$ cat src/hw/rvga_consts.svh
`ifndef RVGA_CONSTS_SVH
`define RVGA_CONSTS_SVH

// ==================================================
// front end sizing
// ==================================================

// decode lanes, also words per fetch group
// must stay a power of two
`define RVGA_LANES 2

`define RVGA_XLEN 32 // word width

// bytes covered by one fetch group
`define RVGA_GRP_BYTES (4 * `RVGA_LANES)

// first fetch address out of reset
`define RVGA_RESET_PC 32'h0000_0000

// ==================================================
// wishbone
// ==================================================

`define RVGA_WB_AW 32 // byte address width

`endif

$ cat src/hw/rvga_pkg.sv
package rvga_pkg;

`include "rvga_consts.svh"

  typedef logic [`RVGA_XLEN-1:0] rvga_word;
  typedef logic [4:0] rvga_reg;

  // major opcodes, inst[6:0]
  typedef enum logic [6:0] {
    e_rvga_opcode_lui   = 7'b0110111,
    e_rvga_opcode_auipc = 7'b0010111,
    e_rvga_opcode_jal   = 7'b1101111,
    e_rvga_opcode_jalr  = 7'b1100111,
    e_rvga_opcode_br    = 7'b1100011,
    e_rvga_opcode_ld    = 7'b0000011,
    e_rvga_opcode_st    = 7'b0100011,
    e_rvga_opcode_imm   = 7'b0010011,
    e_rvga_opcode_reg   = 7'b0110011
  } rvga_opcode_e;

  typedef enum logic [2:0] {
    e_rvga_inst_type_r,
    e_rvga_inst_type_i,
    e_rvga_inst_type_s,
    e_rvga_inst_type_b,
    e_rvga_inst_type_u,
    e_rvga_inst_type_j,
    e_rvga_inst_type_e  // unknown format
  } rvga_inst_type_e;

  // funct3 of the alu ops
  typedef enum logic [2:0] {
    e_rvga_artop_addsub = 3'b000,
    e_rvga_artop_sll    = 3'b001,
    e_rvga_artop_slt    = 3'b010,
    e_rvga_artop_sltu   = 3'b011,
    e_rvga_artop_xor    = 3'b100,
    e_rvga_artop_srx    = 3'b101,
    e_rvga_artop_or     = 3'b110,
    e_rvga_artop_and    = 3'b111
  } rvga_artop_e;

  // control word, 12 bits
  typedef struct packed {
    logic       rd_w_v;
    logic       dcache_w_v;
    logic       dcache_r_v;
    logic       imm_v;
    logic       imm_passthrough_v;
    logic       rs1_pc_sel;
    logic       alt_art;
    logic       jump_v;
    logic       illegal;
    logic [2:0] funct3;
  } rvga_cword_s;

endpackage : rvga_pkg

$ cat src/hw/fetch_unit.sv
`timescale 1ns/1ns
`include "rvga_consts.svh"

module fetch_unit (
  input  logic                                clk_i,
  input  logic                                rst_i,
  input  rvga_pkg::rvga_word                  wb_dat_i,
  input  logic                                wb_ack_i,
  input  logic                                coll_free_i,
  output logic                                wb_cyc_o,
  output logic                                wb_stb_o,
  output logic [`RVGA_WB_AW-1:0]              wb_adr_o,
  output logic                                wb_we_o,
  output logic                                grp_valid_o,
  output rvga_pkg::rvga_word                  grp_pc_o,
  output rvga_pkg::rvga_word [`RVGA_LANES-1:0] grp_inst_o
);

  localparam int CNT_W = (`RVGA_LANES > 1) ? $clog2(`RVGA_LANES) : 1;
  localparam logic [CNT_W-1:0] LAST_WORD = CNT_W'(`RVGA_LANES - 1);

  // gap keeps cyc low for a cycle between reads
  typedef enum logic [1:0] {
    S_GAP,
    S_REQ,
    S_HOLD
  } state_e;

  state_e                               state_q;
  logic [CNT_W-1:0]                     word_cnt_q;
  rvga_pkg::rvga_word                   fetch_pc_q;
  rvga_pkg::rvga_word [`RVGA_LANES-1:0] grp_buf_q;
  rvga_pkg::rvga_word                   word_adr;

  assign word_adr = fetch_pc_q + (rvga_pkg::rvga_word'(word_cnt_q) << 2);

  // ==================================================
  // wishbone master
  // ==================================================

  assign wb_cyc_o = (state_q == S_REQ);
  assign wb_stb_o = (state_q == S_REQ);
  assign wb_adr_o = `RVGA_WB_AW'(word_adr);
  assign wb_we_o  = 1'b0; // reads only

  assign grp_valid_o = (state_q == S_HOLD) && coll_free_i;
  assign grp_pc_o    = fetch_pc_q;
  assign grp_inst_o  = grp_buf_q;

  always_ff @(posedge clk_i) begin
    if (rst_i) begin
      state_q    <= S_GAP;
      word_cnt_q <= '0;
      fetch_pc_q <= `RVGA_RESET_PC;
    end else begin
      case (state_q)
        S_GAP: state_q <= S_REQ;
        S_REQ: begin
          if (wb_ack_i) begin
            if (word_cnt_q == LAST_WORD) begin
              word_cnt_q <= '0;
              state_q    <= S_HOLD; // group full
            end else begin
              word_cnt_q <= word_cnt_q + 1'b1;
              state_q    <= S_GAP;
            end
          end
        end
        S_HOLD: begin
          // issue, then move on to the next group
          if (coll_free_i) begin
            fetch_pc_q <= fetch_pc_q + `RVGA_GRP_BYTES;
            state_q    <= S_GAP;
          end
        end
        default: state_q <= S_GAP;
      endcase
    end
  end

  // group buffer
  always_ff @(posedge clk_i) begin
    if (wb_stb_o && wb_ack_i) begin
      grp_buf_q[word_cnt_q] <= wb_dat_i;
    end
  end

  // ==================================================
  // bus checks
  // ==================================================

  // a stalled strobe keeps its address until ack
  a_adr_hold: assert property (
    @(posedge clk_i) disable iff (rst_i)
    (wb_stb_o && !wb_ack_i) |=> (wb_stb_o && $stable(wb_adr_o))
  );

endmodule : fetch_unit

$ cat src/hw/decode_stage.sv
`timescale 1ns/1ns

module decode_stage (
  input  logic                  clk_i,
  input  logic                  rst_i,
  input  logic                  valid_i,
  input  rvga_pkg::rvga_word    pc_i,
  input  rvga_pkg::rvga_word    inst_i,
  output logic                  valid_o,
  output rvga_pkg::rvga_word    pc_o,
  output rvga_pkg::rvga_reg     rs1_o,
  output rvga_pkg::rvga_reg     rs2_o,
  output rvga_pkg::rvga_reg     rd_o,
  output rvga_pkg::rvga_word    imm_o,
  output rvga_pkg::rvga_cword_s cword_o
);

  rvga_pkg::rvga_opcode_e    opcode;
  rvga_pkg::rvga_inst_type_e inst_type;
  rvga_pkg::rvga_artop_e     artop;
  rvga_pkg::rvga_cword_s     cword_d;
  rvga_pkg::rvga_word        imm;
  logic                      is_shift;

  assign opcode = rvga_pkg::rvga_opcode_e'(inst_i[6:0]);
  assign artop  = rvga_pkg::rvga_artop_e'(inst_i[14:12]);

  // ==================================================
  // opcode decode
  // ==================================================

  always_comb begin
    cword_d        = '0;
    cword_d.funct3 = inst_i[14:12];
    inst_type      = rvga_pkg::e_rvga_inst_type_e;

    case (opcode)
      rvga_pkg::e_rvga_opcode_br: begin
        inst_type = rvga_pkg::e_rvga_inst_type_b;
      end
      rvga_pkg::e_rvga_opcode_lui: begin
        inst_type                 = rvga_pkg::e_rvga_inst_type_u;
        cword_d.imm_v             = 1'b1;
        cword_d.rd_w_v            = 1'b1;
        cword_d.imm_passthrough_v = 1'b1;
      end
      rvga_pkg::e_rvga_opcode_auipc: begin
        inst_type          = rvga_pkg::e_rvga_inst_type_u;
        cword_d.imm_v      = 1'b1;
        cword_d.rd_w_v     = 1'b1;
        cword_d.rs1_pc_sel = 1'b1; // pc + imm
      end
      rvga_pkg::e_rvga_opcode_reg: begin
        inst_type      = rvga_pkg::e_rvga_inst_type_r;
        cword_d.rd_w_v = 1'b1;
        if ((artop == rvga_pkg::e_rvga_artop_addsub) ||
            (artop == rvga_pkg::e_rvga_artop_srx)) begin
          cword_d.alt_art = inst_i[30]; // sub / sra
        end
      end
      rvga_pkg::e_rvga_opcode_imm: begin
        inst_type      = rvga_pkg::e_rvga_inst_type_i;
        cword_d.imm_v  = 1'b1;
        cword_d.rd_w_v = 1'b1;
        if (artop == rvga_pkg::e_rvga_artop_srx) begin
          cword_d.alt_art = inst_i[30]; // srai
        end
      end
      rvga_pkg::e_rvga_opcode_ld: begin
        inst_type          = rvga_pkg::e_rvga_inst_type_i;
        cword_d.imm_v      = 1'b1;
        cword_d.dcache_r_v = 1'b1;
        cword_d.rd_w_v     = 1'b1;
      end
      rvga_pkg::e_rvga_opcode_st: begin
        inst_type          = rvga_pkg::e_rvga_inst_type_s;
        cword_d.imm_v      = 1'b1;
        cword_d.dcache_w_v = 1'b1;
      end
      rvga_pkg::e_rvga_opcode_jal: begin
        inst_type          = rvga_pkg::e_rvga_inst_type_j;
        cword_d.rd_w_v     = 1'b1;
        cword_d.jump_v     = 1'b1;
        cword_d.rs1_pc_sel = 1'b1;
      end
      rvga_pkg::e_rvga_opcode_jalr: begin
        inst_type      = rvga_pkg::e_rvga_inst_type_i;
        cword_d.rd_w_v = 1'b1;
        cword_d.jump_v = 1'b1;
        cword_d.imm_v  = 1'b1;
      end
      default: begin
        cword_d.funct3  = '0;
        cword_d.illegal = 1'b1;
      end
    endcase
  end

  // ==================================================
  // immediate
  // ==================================================

  // only alu shifts carry a shamt
  assign is_shift = (opcode == rvga_pkg::e_rvga_opcode_imm) &&
                    ((artop == rvga_pkg::e_rvga_artop_sll) ||
                     (artop == rvga_pkg::e_rvga_artop_srx));

  always_comb begin
    case (inst_type)
      rvga_pkg::e_rvga_inst_type_i: begin
        if (is_shift) begin
          imm = {27'b0, inst_i[24:20]};
        end else begin
          imm = {{20{inst_i[31]}}, inst_i[31:20]};
        end
      end
      rvga_pkg::e_rvga_inst_type_s:
        imm = {{20{inst_i[31]}}, inst_i[31:25], inst_i[11:7]};
      rvga_pkg::e_rvga_inst_type_b:
        imm = {{20{inst_i[31]}}, inst_i[7], inst_i[30:25], inst_i[11:8], 1'b0};
      rvga_pkg::e_rvga_inst_type_u:
        imm = {inst_i[31:12], 12'b0};
      rvga_pkg::e_rvga_inst_type_j:
        imm = {{12{inst_i[31]}}, inst_i[19:12], inst_i[20], inst_i[30:21], 1'b0};
      default: imm = '0; // r and unknown
    endcase
  end

  always_ff @(posedge clk_i) begin
    if (rst_i) begin
      valid_o <= 1'b0;
      pc_o    <= '0;
      rs1_o   <= '0;
      rs2_o   <= '0;
      rd_o    <= '0;
      imm_o   <= '0;
      cword_o <= '0;
    end else begin
      valid_o <= valid_i;
      pc_o    <= pc_i;
      rs1_o   <= inst_i[19:15];
      rs2_o   <= inst_i[24:20];
      rd_o    <= inst_i[11:7];
      imm_o   <= imm;
      cword_o <= cword_d;
    end
  end

  a_mem_dir: assert property (
    @(posedge clk_i) disable iff (rst_i)
    valid_o |-> !(cword_o.dcache_r_v && cword_o.dcache_w_v)
  );

endmodule : decode_stage

$ cat src/hw/decode_collector.sv
`timescale 1ns/1ns
`include "rvga_consts.svh"

module decode_collector (
  input  logic                                   clk_i,
  input  logic                                   rst_i,
  input  logic [`RVGA_LANES-1:0]                 lane_valid_i,
  input  rvga_pkg::rvga_word [`RVGA_LANES-1:0]    lane_pc_i,
  input  rvga_pkg::rvga_word [`RVGA_LANES-1:0]    lane_imm_i,
  input  rvga_pkg::rvga_reg [`RVGA_LANES-1:0]     lane_rs1_i,
  input  rvga_pkg::rvga_reg [`RVGA_LANES-1:0]     lane_rs2_i,
  input  rvga_pkg::rvga_reg [`RVGA_LANES-1:0]     lane_rd_i,
  input  rvga_pkg::rvga_cword_s [`RVGA_LANES-1:0] lane_cword_i,
  input  logic                                   dec_ready_i,
  output logic                                   coll_free_o,
  output logic                                   dec_valid_o,
  output rvga_pkg::rvga_word                     dec_pc_o,
  output rvga_pkg::rvga_word                     dec_imm_o,
  output rvga_pkg::rvga_reg                      dec_rs1_o,
  output rvga_pkg::rvga_reg                      dec_rs2_o,
  output rvga_pkg::rvga_reg                      dec_rd_o,
  output rvga_pkg::rvga_cword_s                  dec_cword_o
);

  localparam int IDX_W = (`RVGA_LANES > 1) ? $clog2(`RVGA_LANES) : 1;
  localparam logic [IDX_W-1:0] LAST_IDX = IDX_W'(`RVGA_LANES - 1);

  logic             full_q;
  logic [IDX_W-1:0] idx_q; // drain position
  logic             capture;
  logic             xfer;

  // result bank
  rvga_pkg::rvga_word [`RVGA_LANES-1:0]    pc_q;
  rvga_pkg::rvga_word [`RVGA_LANES-1:0]    imm_q;
  rvga_pkg::rvga_reg [`RVGA_LANES-1:0]     rs1_q;
  rvga_pkg::rvga_reg [`RVGA_LANES-1:0]     rs2_q;
  rvga_pkg::rvga_reg [`RVGA_LANES-1:0]     rd_q;
  rvga_pkg::rvga_cword_s [`RVGA_LANES-1:0] cword_q;

  assign capture = &lane_valid_i; // lanes fire together
  assign xfer    = full_q && dec_ready_i;

  assign coll_free_o = !full_q;
  assign dec_valid_o = full_q;
  assign dec_pc_o    = pc_q[idx_q];
  assign dec_imm_o   = imm_q[idx_q];
  assign dec_rs1_o   = rs1_q[idx_q];
  assign dec_rs2_o   = rs2_q[idx_q];
  assign dec_rd_o    = rd_q[idx_q];
  assign dec_cword_o = cword_q[idx_q];

  always_ff @(posedge clk_i) begin
    if (rst_i) begin
      full_q <= 1'b0;
      idx_q  <= '0;
    end else if (capture) begin
      full_q <= 1'b1;
      idx_q  <= '0;
    end else if (xfer) begin
      if (idx_q == LAST_IDX) begin
        full_q <= 1'b0; // free again next cycle
        idx_q  <= '0;
      end else begin
        idx_q <= idx_q + 1'b1;
      end
    end
  end

  always_ff @(posedge clk_i) begin
    if (capture) begin
      pc_q    <= lane_pc_i;
      imm_q   <= lane_imm_i;
      rs1_q   <= lane_rs1_i;
      rs2_q   <= lane_rs2_i;
      rd_q    <= lane_rd_i;
      cword_q <= lane_cword_i;
    end
  end

  // ==================================================
  // stream checks
  // ==================================================

  a_hold_stable: assert property (
    @(posedge clk_i) disable iff (rst_i)
    (dec_valid_o && !dec_ready_i) |=>
      (dec_valid_o && $stable(dec_pc_o) && $stable(dec_imm_o) &&
       $stable(dec_rs1_o) && $stable(dec_rs2_o) && $stable(dec_rd_o) &&
       $stable(dec_cword_o))
  );

  // fetch must wait for coll_free before issuing
  a_capture_free: assert property (
    @(posedge clk_i) disable iff (rst_i)
    capture |-> coll_free_o
  );

endmodule : decode_collector

$ cat src/hw/rvga_frontend.sv
`timescale 1ns/1ns
`include "rvga_consts.svh"

module rvga_frontend (
  input  logic                   clk_i,
  input  logic                   rst_i,
  input  rvga_pkg::rvga_word     wb_dat_i,
  input  logic                   wb_ack_i,
  output logic                   wb_cyc_o,
  output logic                   wb_stb_o,
  output logic [`RVGA_WB_AW-1:0] wb_adr_o,
  input  logic                   dec_ready_i,
  output logic                   dec_valid_o,
  output rvga_pkg::rvga_word     dec_pc_o,
  output rvga_pkg::rvga_word     dec_imm_o,
  output rvga_pkg::rvga_reg      dec_rs1_o,
  output rvga_pkg::rvga_reg      dec_rs2_o,
  output rvga_pkg::rvga_reg      dec_rd_o,
  output rvga_pkg::rvga_cword_s  dec_cword_o
);

  logic                                 coll_free;
  logic                                 grp_valid;
  rvga_pkg::rvga_word                   grp_pc;
  rvga_pkg::rvga_word [`RVGA_LANES-1:0] grp_inst;

  // lane results
  logic [`RVGA_LANES-1:0]                 lane_valid;
  rvga_pkg::rvga_word [`RVGA_LANES-1:0]    lane_pc;
  rvga_pkg::rvga_word [`RVGA_LANES-1:0]    lane_imm;
  rvga_pkg::rvga_reg [`RVGA_LANES-1:0]     lane_rs1;
  rvga_pkg::rvga_reg [`RVGA_LANES-1:0]     lane_rs2;
  rvga_pkg::rvga_reg [`RVGA_LANES-1:0]     lane_rd;
  rvga_pkg::rvga_cword_s [`RVGA_LANES-1:0] lane_cword;

  fetch_unit fetch_i (
    .clk_i       (clk_i),
    .rst_i       (rst_i),
    .wb_dat_i    (wb_dat_i),
    .wb_ack_i    (wb_ack_i),
    .coll_free_i (coll_free),
    .wb_cyc_o    (wb_cyc_o),
    .wb_stb_o    (wb_stb_o),
    .wb_adr_o    (wb_adr_o),
    .wb_we_o     (),            // always read
    .grp_valid_o (grp_valid),
    .grp_pc_o    (grp_pc),
    .grp_inst_o  (grp_inst)
  );

  for (genvar k = 0; k < `RVGA_LANES; k++) begin : lane_g
    decode_stage dec_i (
      .clk_i   (clk_i),
      .rst_i   (rst_i),
      .valid_i (grp_valid),
      .pc_i    (grp_pc + rvga_pkg::rvga_word'(4 * k)), // word k of the group
      .inst_i  (grp_inst[k]),
      .valid_o (lane_valid[k]),
      .pc_o    (lane_pc[k]),
      .rs1_o   (lane_rs1[k]),
      .rs2_o   (lane_rs2[k]),
      .rd_o    (lane_rd[k]),
      .imm_o   (lane_imm[k]),
      .cword_o (lane_cword[k])
    );
  end

  decode_collector coll_i (
    .clk_i        (clk_i),
    .rst_i        (rst_i),
    .lane_valid_i (lane_valid),
    .lane_pc_i    (lane_pc),
    .lane_imm_i   (lane_imm),
    .lane_rs1_i   (lane_rs1),
    .lane_rs2_i   (lane_rs2),
    .lane_rd_i    (lane_rd),
    .lane_cword_i (lane_cword),
    .dec_ready_i  (dec_ready_i),
    .coll_free_o  (coll_free),
    .dec_valid_o  (dec_valid_o),
    .dec_pc_o     (dec_pc_o),
    .dec_imm_o    (dec_imm_o),
    .dec_rs1_o    (dec_rs1_o),
    .dec_rs2_o    (dec_rs2_o),
    .dec_rd_o     (dec_rd_o),
    .dec_cword_o  (dec_cword_o)
  );

endmodule : rvga_frontend

$ cat config.mk
export PLATFORM = sky130hd
export DESIGN_NAME = rvga_frontend
export DESIGN_NICKNAME = d
export VERILOG_FILES = /design/src/hw/rvga_pkg.sv /design/src/hw/fetch_unit.sv /design/src/hw/decode_stage.sv /design/src/hw/decode_collector.sv /design/src/hw/rvga_frontend.sv
export VERILOG_INCLUDE_DIRS = /design/src /design/src/hw
export SDC_FILE = /design/constraint.sdc
export NUM_CORES = 1
export LEC_CHECK = 0
export BUFFER_PORTS_ARGS = -buffer_cell sky130_fd_sc_hd__buf_2
export CAP_MARGIN = 20
export CORE_MARGIN = 2
export CORE_UTILIZATION = 50
export DETAILED_ROUTE_END_ITERATION = 8
export PLACE_DENSITY = 0.83
export SYNTH_ARGS = -nofsm -noshare
export SYNTH_HDL_FRONTEND = slang
export SYNTH_SLANG_ARGS = --single-unit
$ cat constraint.sdc
create_clock -name clk_i -period 4.35 [get_ports clk_i]
set_clock_uncertainty 0.05 [all_clocks]
set_input_delay 0.6525 -clock clk_i [delete_from_list [all_inputs] [get_ports clk_i]]
set_output_delay 0.6525 -clock clk_i [all_outputs]
set_load 0.02 [all_outputs]
# Yosys cells after proc, flatten, opt, wreduce, memory -nomap -nowiden
# Index checks and enable logic that the tools add are counted.
[totals]
regBits = 466
elab_cells = 204
inputBits = 36
output_inout_bits = 126
[op_classes]
bitwise_logic = 3
add_sub_neg = 5
n_eq_ne = 36
muxes = 52
n_reduce_logical = 37
n_lt_le_gt_ge = 3
[ops]
columns = ["op", "count"]
rows = [
  ["32-bit case mux with 5 select lines", 2],
  ["32-bit 2-to-1 mux", 7],
  ["64-bit bitwise mux", 1],
  ["7-bit by 6-bit == test with 1-bit output (second input constant)", 6],
  ["7-bit == test (second input constant)", 6],
  ["3-bit case mux with 6 select lines", 2],
  ["32-bit by 3-bit adder with 32-bit output", 1],
  ["32-bit by 3-bit adder with 32-bit output (second input constant)", 1],
  ["32-bit by 4-bit adder with 32-bit output (second input constant)", 1],
  ["32-bit demux with 1-bit select", 1],
  ["5-bit 2-to-1 mux", 6],
  ["7-bit by 5-bit == test with 1-bit output (second input constant)", 4],
  ["12-bit 2-to-1 mux", 2],
  ["1-bit 2-to-1 mux", 23],
  ["3-bit == test (second input constant)", 6],
  ["2-bit OR reduction", 9],
  ["9-bit OR reduction", 2],
  ["7-bit by 2-bit == test with 1-bit output (second input constant)", 2],
  ["7-bit OR reduction", 2],
  ["3-bit by 1-bit == test with 1-bit output (second input constant)", 4],
  ["3-bit by 2-bit == test with 1-bit output (second input constant)", 4],
  ["6-bit OR reduction", 2],
  ["4-bit 2-to-1 mux", 2],
  ["2-bit AND reduction", 4],
  ["17 further kinds", 36],
]

# Depth between registers and ports, before layout
# Gate-level depths: netlist of run 1.
[depth]
depth_word = 5
depth_mapped = 8
ltp_nobuf = 6

# Hierarchy
# A second synthesis of run 1 with hierarchy kept.
[unflattened]
hier_cells = 1189
area_unflattened_um2 = 16771.1
[by_module_without_submodules]
columns = ["module", "area_each_um2", "n_inst", "seq_area_each_um2", "cells_each"]
rows = [
  ["decode_collector", 6677.7, 1, 5505.3, 292],
  ["decode_stage", 2907.8, 2, 1841.8, 273],
  ["fetch_unit", 3716.1, 1, 2562.5, 276],
  ["rvga_frontend", 561.8, 1, 0.0, 75],
]

# Least setup slack after synthesis of run 1
# OpenSTA, ideal clock, no wires.
[synth_path]
path_kind = "reg-to-reg"
from = "register lane_g[0].dec_i.valid_o"
to = "register coll_i.cword_q[0] (netlist name), enable pin"
arrival_time_ns = 3.546
stages_incl_launch_ff = 1
n_path_buf = 0
required_time_ns = 3.777
setup_time_ns = 0.523
setup_slack_ns = 0.231
cell_sequence = "dfxtp_1"
[synth_lines]
columns = ["item", "line", "text"]
rows = [
  ["from (decl)", "decode_stage.sv:9", "output logic valid_o,"],
  ["from (signal assigned)", "decode_stage.sv:139", "valid_o <= valid_i;"],
  ["to (signal assigned)", "decode_collector.sv:77", "cword_q <= lane_cword_i;"],
  ["to (decl)", "decode_collector.sv:39", "rvga_pkg::rvga_cword_s [`RVGA_LANES-1:0] cword_q;"],
]
# No word-level cell between the ends.

# Worst setup path in the final report of run 1
[layout_path]
from = "register coll_i.idx_q"
to = "output dec_rs2_o[1]"
[layout_via]
elab_chain_cells = 2
[layout_rtl]
columns = ["item", "line", "text"]
rows = [
  ["from (decl)", "decode_collector.sv:29", "logic [IDX_W-1:0] idx_q;"],
  ["from (signal assigned)", "decode_collector.sv:65", "idx_q <= idx_q + 1'b1;"],
  ["5-bit 2-to-1 mux (implied by the code) (2 in series)", "decode_collector.sv:49", "assign dec_rs2_o = rs2_q[idx_q];"],
  ["to (decl)", "rvga_frontend.sv:17", "output rvga_pkg::rvga_reg dec_rs2_o,"],
]
# No other way between the ends. The select of a mux whose other input is x is not followed.

==> results of run 1 <==
## cell families after synthesis
family / count (synthesis) / share of synthesized area [%]
compound gates: 98 / 4.19
xor+xnor: 26 / 1.68
fa+ha+maj: 1 / 0.0921
buf+inv: 91 / 3.56
flops: 395 / 73.9
mux: 62 / 5.12
other cells: 1 / 0.0276
simple gates: 288 / 11.5
## worst max-delay path by stage
stage / slack (ns) / endpoint
after floorplan: 0.23 / coll_i.cword_q[0]$_DFFE_PP_
after global placement: 1.74 / dec_rs1_o[3]
after detailed placement: 1.65 / lane_g[0].dec_i.imm_o[25]$_SDFF_PP0_
after CTS: 1.13 / dec_rs2_o[1]
after global routing: 1.02 / dec_rs2_o[1]
final: 1.16 / dec_rs2_o[1]
## metal layers
metal / vias to the layer above / global-route usage, % / share of wire [%]
met5: - / 0 / 0.21
met4: 10 / 7.20 / 3.3
met3: 76 / 6.06 / 9.8
met2: 330 / 31.9 / 47
met1: 3625 / 23.5 / 40
li1: 3636 / - / -
## state kept, by name, indices dropped and copies added, names as in the netlist, 24 cells and up
register	cells
coll_i.imm_q	64
fetch_i.grp_pc_o	29
fetch_i.grp_inst_o	64
coll_i.pc_q	30
lane_g.dec_i.imm_o	64
lane_g.dec_i.cword_o	24
coll_i.cword_q	24
lane_g.dec_i.pc_o	30
## power by group
part / leakage, uW / switching (uW) / total [uW] / internal (uW)
registers: 0.00344 / 28.9 / 3980 / 3950
clock network: 0.000622 / 1360 / 3290 / 1930
logic: 0.00162 / 76.4 / 113 / 36.2
total: 0.00568 / 1460 / 7380 / 5910
## layout by cell type, fill, tap and decap left out, types with 7 or more instances in the layout
| master | count |
|---|---|
| a21oi_1 | 54 |
| a22oi_1 | 10 |
| and2_1 | 19 |
| buf_2 | 156 |
| clkbuf_1 | 7 |
| clkbuf_16 | 40 |
| clkinv_1 | 7 |
| clkinv_2 | 7 |
| dfxtp_1 | 181 |
| edfxtp_1 | 212 |
| inv_1 | 16 |
| mux2_2 | 60 |
| nand2_1 | 60 |
| nand2b_1 | 7 |
| nand3_1 | 11 |
| nand4_1 | 8 |
| nor2_1 | 62 |
| nor2b_1 | 60 |
| nor3_1 | 15 |
| o21ai_0 | 14 |
| xnor2_1 | 16 |
| xor2_1 | 10 |
## critical path, delay by kind of cell (launching register included)
kind     cells  cell delay (ns)
flops        1             0.92
buf+inv      2             0.65
mux          1             0.39
## through the flow
stage	power, uW	instances	util [%]	setup slack (ns)
6_report	7380	1470	58.7	1.16
5_1_grt	7600	1466	58.7	1.02
4_1_cts	7440	1465	58.7	1.13
3_5_place_dp	4170	1394	53.9	1.65
3_3_place_gp	4160	1394	53.9	1.74
2_1_floorplan	4120	965	-	0.231
## cells in the mapped netlist (5+ instances only)
cell type	instances	area share, %
or3_1	5	0.23
dfxtp_1	183	27
nand2b_1	7	0.32
nand2_1	60	1.7
xor2_1	10	0.64
nor2b_1	60	2.8
a21oi_1	54	2.0
edfxtp_1	212	47
mux2_2	60	5.0
inv_1	16	0.44
nor2_1	62	1.7
nand3b_1	5	0.28
nand4_1	8	0.37
and3_1	5	0.23
and2_1	19	0.88
buf_4	35	1.9
nand3_1	11	0.41
nor3_1	16	0.59
o21ai_0	14	0.52
nor3_2	5	0.37
xnor2_1	16	1.0
and4_1	6	0.39
clkbuf_1	35	0.97
a22oi_1	10	0.55
## layout make-up
class	instances	area [um^2]	area share, %
clock inverter	21	196	1.25
sequential	395	10000	63.8
multi-input combinational	479	3090	19.6
timing repair buffer	164	853	5.42
clock buffer	50	1070	6.79
tap	341	427	2.71
antenna	4	10.0	0.0636
inverter	16	60.1	0.382
==> impl_results.md, run 1 <==
* Reg2Reg Depth at 6
* Worst hold slack at 0.270 ns
* Min-Delay Path Depth at 1
* DR WL/cell at 18.7 um
* Rel. slew slack at 32.2%
* Die area at 0.0285 mm^2
* I/O pin total at 162
* Cells after Synth at 962
* Clock Root Buffer: clkbuf_16
* Cells along the critical path: buf_4 -> mux2_2 -> buf_2
* # fillers at 2,064
* Area delta synth->final at 15.9%
* Global-route wire length before repair at 41,800 um
* Share of post-route cells with drive strength above 1 at 26.4%
* Worst Setup SP: coll_i.idx_q$_SDFFE_PP0P_
* Design area at 0.0157 mm^2
* RR Startpoint: fetch_i.grp_inst_o[34]$_DFFE_PP_
* CP Launch Type: flip-flop
* Hold endpoint: fetch_i.grp_inst_o[6]$_DFFE_PP_
* Register area share after synthesis at 73.9%
* Post_cts resized at 0
* IR drop worst, VDD at 0.000289 V
* Ys Warns at 0
* WS Path Type: flip-flop to output port
* Placeable core area at 0.0268 mm^2
* Largest net degree at the start of global routing at 77
* Clock Path Buffers at 3
* TritonCTS buffer count at 39
* Flops & latches, synth at 395
* Syn avg cell area at 14.1 um^2
* Clock slew at reported path FFs at 0.06 ns
* Final worst-path cycle share at 73.3%
* RSZ-0062 raised after global routing: no
* H-tree Lvls at 2
* 1st-iter DRT viols at 565
* Worst R2R Setup Slack at 1.54 ns
* Post-Synthesis Cell Area at 0.0136 mm^2
* Rows at 60
* Worst reg2reg endpoint: lane_g[1].dec_i.imm_o[10]$_SDFF_PP0_
* Initial Util at 50.7%
* Final ANT Viol Nets at 0
* Power per cell area at 469 mW/mm^2
* Clock sinks at 395
* Worst Setup End Kind: output port
* Area after DPL at 0.0145 mm^2
* Post-synth EDFFs at 212
* FMAX at 314 MHz
* Die height at 169 um
* CTS tree: yes
* Tot GR Track Use at 19.2%
* Slew @ Worst Pin at 1.02 ns
* Dpl hpwl at 17,900 um
* Vias per inst at 5.22
* Req. time, crit path at 3.65 ns
* Final WL at 27,500 um
* Vias in the first global route at 7,661
* Critical path's largest stage delay at 0.92 ns
* Crit Path Max Fanout at 32
* PortBufs at 157
* Max cap viols at 0
* Post-layout net count at 1,132
* Critical path arrival at 2.49 ns
* GPL Wtd Cong at 0.943
* Worst hold path startpoint: wb_dat_i[6]
* Slowest cell on the critical path: dfxtp_2
* Setup violators final at 0
* Status: finished, final reports clean
* Cts hold-fix bufs at 0
* Fin crit period at 3.19 ns
* Setup TNS at 0 ns
* Clock Latency Late Sink at 0.52 ns
* GRT overflow at 0
* Die Wd at 169 um
* Distinct cells, synth at 53
* Max-slew violation count at 0
* Vias at 7,677
* Leak at 0.00568 uW
* Hold Path Class: input pin to flip-flop
* Initial antenna violation count at 8
* Final Hold Fails at 0
* Drt first pass iters at 7
* Ys flop type: edfxtp_1
* # DRC at 0
* Post-CTS Setup Inserts at 0
* Fraction of registers with async set/reset at 0%
(Power assumes the default switching activity.)
==> inputs of run 2 (changes only) <==
--- a/config.mk
+++ b/config.mk
@@ -11,7 +11,7 @@
 export CORE_MARGIN = 2
 export CORE_UTILIZATION = 50
 export DETAILED_ROUTE_END_ITERATION = 8
-export PLACE_DENSITY = 0.83
+export PLACE_DENSITY = 0.8
 export SYNTH_ARGS = -nofsm -noshare
 export SYNTH_HDL_FRONTEND = slang
 export SYNTH_SLANG_ARGS = --single-unit
==> constraint.sdc (replaced) <==
create_clock -name clk_i -period 3.2 [get_ports clk_i]
set_clock_uncertainty 0.05 [all_clocks]
set_input_delay 0.48 -clock clk_i [delete_from_list [all_inputs] [get_ports clk_i]]
set_output_delay 0.48 -clock clk_i [all_outputs]
set_load 0.02 [all_outputs]
==> run 2 against run 1 <==
Core utilization is 0.39 points higher. Highest routed layer unchanged. Routed wire length is 1.9% lower. Via count increased by 0.66%. Die area unchanged. Non-clock buffer count is 4 higher.
==> impl_results.md, run 2 (synthesized netlist as in run 1, its figures left out) <==
* Status: finished, final reports clean
* Post-CTS Setup Inserts at 0
* # fillers at 2,018
* Die Wd at 169 um
* Global-route wire length before repair at 40,900 um
* TritonCTS buffer count at 38
* Rows at 60
* Crit path buf inv count at 0
* Cts hold-fix bufs at 0
* Final WL at 27,000 um
* Switching Share at 19.6%
* Multi-input gate area at 0.00310 mm^2
* Final ANT Viol Nets at 0
* Tot GR Track Use at 18.7%
* Setup TNS at 0 ns
* Vias per inst at 5.24
* Placed cell count at 1,399
* Clock Path Buffers at 3
* Rel. slew slack at 38.9%
* 1st-iter DRT viols at 539
* DR WL/cell at 18.3 um
* Largest delay share family, worst path: compound AO/OA/AOI/OAI gates
* Psw at 1980 uW
* Vias at 7,728
* Fin crit period at 2.52 ns
* Post-Layout Cell Count at 1,475
* FF+latch area at 0.0100 mm^2
* Post-layout net count at 1,135
* Sequential share of power at 53.4%
* Final Hold Fails at 0
* Combinational Power Share at 1.5%
* Worst Setup SP: fetch_i.grp_inst_o[3]$_DFFE_PP_
* Vias in the first global route at 7,684
* WP depth at 5
* Leak at 0.00572 uW
* Clock slew at reported path FFs at 0.06 ns
* Critical path arrival at 2.82 ns
* Reg2Reg Depth at 5
* P_int at 8130 uW
* Worst reg2reg endpoint: lane_g[0].dec_i.imm_o[18]$_SDFF_PP0_
* Initial Util at 50.7%
* CP Launch Type: flip-flop
* Commonest non-fill, non-tap cell in the layout: edfxtp_1
* Req. time, crit path at 3.50 ns
* Largest net degree at the start of global routing at 87
* Worst Setup End Kind: flip-flop
* Slew @ Worst Pin at 0.917 ns
* Setup violators final at 0
* Clock sinks at 395
* PortBufs at 157
* RR Startpoint: fetch_i.grp_inst_o[3]$_DFFE_PP_
* Share of post-route cells with drive strength above 1 at 27.0%
* Power per cell area at 638 mW/mm^2
* Cells along the critical path: and4bb_2 -> and2_1 -> nand2b_1 -> o21ai_1 -> a21oi_1
* Most frequent cells in the layout: edfxtp_1 (212), dfxtp_1 (181), buf_2 (156)
* Drt first pass iters at 8
* GPL Wtd Cong at 0.909
* Initial antenna violation count at 8
* H-tree Lvls at 2
* Clock Root Buffer: clkbuf_16
* Final worst-path cycle share at 78.7%
* Max cap viols at 0
* IR drop worst, VDD at 0.000525 V
* # DRC at 0
* Hold Path Class: input pin to flip-flop
* Dpl ws at 0.694 ns
* Final worst slack at 0.681 ns
* FMAX at 397 MHz
* WS Path Type: flip-flop to flip-flop
* Crit Path Max Fanout at 11
* Die area at 0.0285 mm^2
* Clock Latency Late Sink at 0.52 ns
* Clock network power share at 45.0%
* Area delta synth->final at 16.7%
* Die height at 169 um
* Worst R2R Setup Slack at 0.68 ns
* GRT overflow at 0
* Placeable core area at 0.0268 mm^2
* I/O pin total at 162
* Post_cts resized at 0
* Dpl hpwl at 17,500 um
* Critical path endpoint: lane_g[0].dec_i.imm_o[18]$_SDFF_PP0_
* Max-slew violation count at 0
* Critical path's largest stage delay at 0.72 ns
* CTS tree: yes
* Slowest cell on the critical path: o21ai_1
* RSZ-0062 raised after global routing: no
run 2: cell types whose count changed in the layout (fill, tap and decap cells not counted), moves of 2 or more:
| cell | before | now |
|---|---|---|
| buf_12 | 1 | 3 |
| clkinv_1 | 7 | 2 |
| clkbuf_8 | 3 | 1 |
| diode_2 | 4 | 6 |
| buf_4 | 6 | 9 |
run 2: routing by layer:
| layer | part of all wire [%] | track usage [%] | wire [um] |
|---|---|---|---|
| met5 | 0.16 | 0 | 44 |
| met4 | 2.7 | 6.48 | 739 |
| met3 | 8.0 | 5.78 | 2160 |
| met2 | 49 | 32.3 | 13300 |
| met1 | 40 | 22.2 | 10700 |
run 2: worst min-delay path by stage:
stage          slack, ns                          endpoint                             startpoint  depth (start not counted)
6_report            0.09  fetch_i.grp_inst_o[59]$_DFFE_PP_                           wb_dat_i[27]                          1
3_5_place_dp        0.34      coll_i.cword_q[16]$_DFFE_PP_  lane_g[1].dec_i.cword_o[4]$_SDFF_PP0_                          0
5_1_grt             0.07  fetch_i.grp_inst_o[27]$_DFFE_PP_                           wb_dat_i[27]                          1
4_1_cts             0.07  fetch_i.grp_inst_o[59]$_DFFE_PP_                           wb_dat_i[27]                          1
2_1_floorplan       0.34       coll_i.cword_q[0]$_DFFE_PP_  lane_g[0].dec_i.cword_o[0]$_SDFF_PP0_                          0
3_3_place_gp        0.34        coll_i.imm_q[51]$_DFFE_PP_   lane_g[1].dec_i.imm_o[19]$_SDFF_PP0_                          0
run 2: per-stage QoR:
step           utilization (%)  total power, uW  area (um^2)  hold WS (ns)
5_1_grt                   59.1            10400        15800        0.0723
6_report                  59.1            10100        15800        0.0911
3_3_place_gp              54.2             5660        14500         0.336
4_1_cts                   59.1            10200        15800        0.0712
3_5_place_dp              54.2             5670        14500         0.339
2_1_floorplan                -             5600        13600         0.336
run 2: layout make-up:
type | instances | share of cell area [%]
inverters | 16 | 0.379
clock inverters | 20 | 1.47
multi-input cells | 479 | 19.5
diodes | 6 | 0.0948
repair buffers | 168 | 5.73
well taps | 341 | 2.69
flip-flops and latches | 395 | 63.3
clock buffers | 50 | 6.75
run 2: power by group through the flow:
stage               Sequential [uW]  Clock (uW)  Combinational (uW)
floorplan                      5500           0                 102
global placement               5510           0                 152
detailed placement             5510           0                 156
CTS                            5400        4660                 157
global route                   5410        4830                 170
finish                         5410        4550                 156
==> inputs of run 3 (changes only) <==
--- a/config.mk
+++ b/config.mk
@@ -6,12 +6,13 @@
 export SDC_FILE = /design/constraint.sdc
 export NUM_CORES = 1
 export LEC_CHECK = 0
+export ABC_AREA = 1
 export BUFFER_PORTS_ARGS = -buffer_cell sky130_fd_sc_hd__buf_2
 export CAP_MARGIN = 20
 export CORE_MARGIN = 2
 export CORE_UTILIZATION = 50
 export DETAILED_ROUTE_END_ITERATION = 8
-export PLACE_DENSITY = 0.8
+export PLACE_DENSITY = 0.83
 export SYNTH_ARGS = -nofsm -noshare
 export SYNTH_HDL_FRONTEND = slang
 export SYNTH_SLANG_ARGS = --single-unit
==> constraint.sdc (replaced) <==
create_clock -name clk_i -period 2.1 [get_ports clk_i]
set_clock_uncertainty 0.05 [all_clocks]
set_input_delay 0.315 -clock clk_i [delete_from_list [all_inputs] [get_ports clk_i]]
set_output_delay 0.315 -clock clk_i [all_outputs]
set_load 0.02 [all_outputs]
==> run 3 against run 2 <==
Global-route usage is 3.6 points higher. Sequential share of layout area is 3.9 points lower. Power is 51% higher. Critical endpoint is now dec_imm_o[4]. Highest routed layer is now met4. Register-to-register slack worse by 0.53 ns. Core utilization is 1.5 points higher. Synthesized cell count is 38% higher. Clock power is 49% higher.
==> impl_results.md, run 3 <==
* Dpl hpwl at 22,100 um
* Largest net degree at the start of global routing at 78
* Yosys top cell area share at 44.9%
* Clock Path Buffers at 3
* 1st-iter DRT viols at 975
* Die area at 0.0297 mm^2
* Worst hold path startpoint: dec_ready_i
* WS Path Type: flip-flop to output port
* I/O pin total at 162
* Vias in the first global route at 9,444
* Final WL at 32,900 um
* Largest area contributor in the synthesized netlist: edfxtp_1
* Cells along the critical path: buf_12 -> nand2_1 -> nand2_1 -> buf_2
* Syn avg cell area at 10.7 um^2
* Critical path's largest stage delay at 0.39 ns
* FMAX at 486 MHz
* Max-slew violation count at 0
* Setup TNS at 0 ns
* Post-Synthesis Cell Area at 0.0142 mm^2
* CTS tree: yes
* Max cap viols at 0
* Initial antenna violation count at 1
* Final worst slack at 0.0410 ns
* Core Util, Final at 60.6%
* Placeable core area at 0.0279 mm^2
* Vias at 9,737
* Post-synth EDFFs at 212
* Leading cell type by number of instances after synthesis: nand2_1
* Synth top area cells: edfxtp_1 (45%), dfxtp_1 (26%), nand2_1 (9.3%), nor2_1 (5.4%), inv_1 (2.6%)
* GRT overflow at 0
* # DRC at 0
* Slew @ Worst Pin at 0.638 ns
* Post-layout net count at 1,552
* RR Startpoint: fetch_i.grp_inst_o[3]$_DFFE_PP_
* Rel. slew slack at 57.5%
* Cells after Synth at 1,331
* Vias per inst at 5.06
* Dpl ws at 0.144 ns
* Worst Setup End Kind: output port
* Setup violators final at 0
* Status: finished, final reports clean
* Crit-path most repeated cell: nand2_1
* Hold Path Class: input pin to flip-flop
* Fraction of registers with async set/reset at 0%
* Clock slew at reported path FFs at 0.06 ns
* H-tree Lvls at 2
* Critical path arrival at 1.69 ns
* Rows at 61
* Leak at 0.00678 uW
* Flops & latches, synth at 395
* Area delta synth->final at 18.9%
* Final worst-path cycle share at 98.0%
* Global-route wire length before repair at 50,700 um
* Clock sinks at 395
* Worst R2R Setup Slack at 0.15 ns
* TritonCTS buffer count at 39
* CP Launch Type: flip-flop
* Power per cell area at 908 mW/mm^2
* Tot Pwr at 15,300 uW
* Die height at 172 um
* Req. time, crit path at 1.74 ns
* PortBufs at 157
* # fillers at 2,139
* Commonest non-fill, non-tap cell in the layout: nand2_1
* Tot GR Track Use at 22.3%
* Placed cell count at 1,817
* RSZ-0062 raised after global routing: yes
* Ys Warns at 0
* Clock Root Buffer: clkbuf_16
* Drt first pass iters at 7
* IR drop worst, VDD at 0.000606 V
* Distinct cells, synth at 39
* Final Hold Fails at 0
* Post-Layout Cell Count at 1,925
* Most frequent cells in the layout: nand2_1 (352), edfxtp_1 (212), nor2_1 (203)
* Die Wd at 172 um
* Register area share after synthesis at 70.7%
* Ys flop type: edfxtp_1
* Final ANT Viol Nets at 0
* Clock Latency Late Sink at 0.53 ns
* DR WL/cell at 17.1 um
* Top cells by count, synth: nand2_1 (353), edfxtp_1 (212), nor2_1 (203), dfxtp_1 (183), inv_1 (98)
* Crit path buf inv count at 2
* Initial Util at 50.9%
* Share of post-route cells with drive strength above 1 at 19.3%
* Crit Path Max Fanout at 62
* Slowest cell on the critical path: dfxtp_2
* Largest delay share family, worst path: buffers and inverters
* Fin crit period at 2.06 ns
* Worst Setup SP: coll_i.idx_q$_SDFFE_PP0P_
* GPL Wtd Cong at 0.919
## run 3: changes by cell type after synthesis, moves of 8 or more
cell	delta
a21oi_1	-21
a22oi_1	-9
and2_1	-18
clkbuf_1	-11
inv_1	+82
inv_2	+8
mux2_2	-60
nand2_1	+293
nand2_2	+10
nand3_1	+45
nor2_1	+141
nor2_2	+22
nor2b_1	-60
xnor2_1	-16
## run 3: worst register-to-register path, delay by kind of cell (launching register included)
family                 cells  cell delay (ns)
buffers and inverters      1             0.12
and+or+nand+nor            8             1.29
DFF                        1             0.43
## run 3: cells by family (layout without fill, tap and decap cells)
kind of cell               Yosys count  in the layout  synth area share [%]
adders and majority gates            1              1                0.0881
AOI/OAI and AO/OA                   67             67                  2.68
other                                1              6                0.0264
and+or+nand+nor                    683            683                  20.3
buffers and inverters              181            392                  6.05
DFF                                395            395                  70.7
xor gates and xnor gates             3              3                 0.185
## run 3: final timing paths
| path | to | cells after the start |
|---|---|---|
| setup reg to reg | lane_g[0].dec_i.imm_o[25]$_SDFF_PP0_ | 9 |
| hold / removal | coll_i.idx_q$_SDFFE_PP0P_ | 4 |
| hold reg to reg | coll_i.cword_q[21]$_DFFE_PP_ | 0 |
| setup / recovery | dec_imm_o[4] | 4 |
## run 3: routing by layer
| layer | vias up | part of all wire (%) | GRT usage (%) |
|---|---|---|---|
| li1 | 4640 | - | - |
| met1 | 4542 | 41 | 29.1 |
| met2 | 457 | 47 | 36.4 |
| met3 | 98 | 7.8 | 4.01 |
| met4 | 0 | 4.2 | 10.4 |
| met5 | - | 0 | 0 |
## run 3: final cells by class
class,instances,area (um^2),area share (%)
flip-flops and latches,395,10000,59.5
clock inverters,12,133,0.786
multi-input cells,758,3330,19.7
clock buffers,59,1120,6.65
repair buffers,213,1360,8.08
diodes,2,5.00,0.0297
inverters,108,414,2.45
well taps,378,473,2.80
## run 3: timing repair
action / 4_1_cts / 5_1_grt
hold buffers: 32 / 0
pin swaps: 0 / 1
endpoints found under the hold margin: 64 / 0
resized for setup: 3 / 5
buffers inserted: 0 / 3
setup endpoints to repair: 60 / 56
## run 3: stage by stage
step	area [um^2]	hold WS (ns)
after floorplan	14200	0.336
after global placement	15200	0.335
after detailed placement	15200	0.339
after CTS	16800	0.0480
after global routing	16900	0.0867
final	16900	0.0647
## run 3: report_power, final
part / internal, uW / switching [uW]
registers: 8180 / 46.0
logic: 115 / 209
clock network: 3960 / 2810
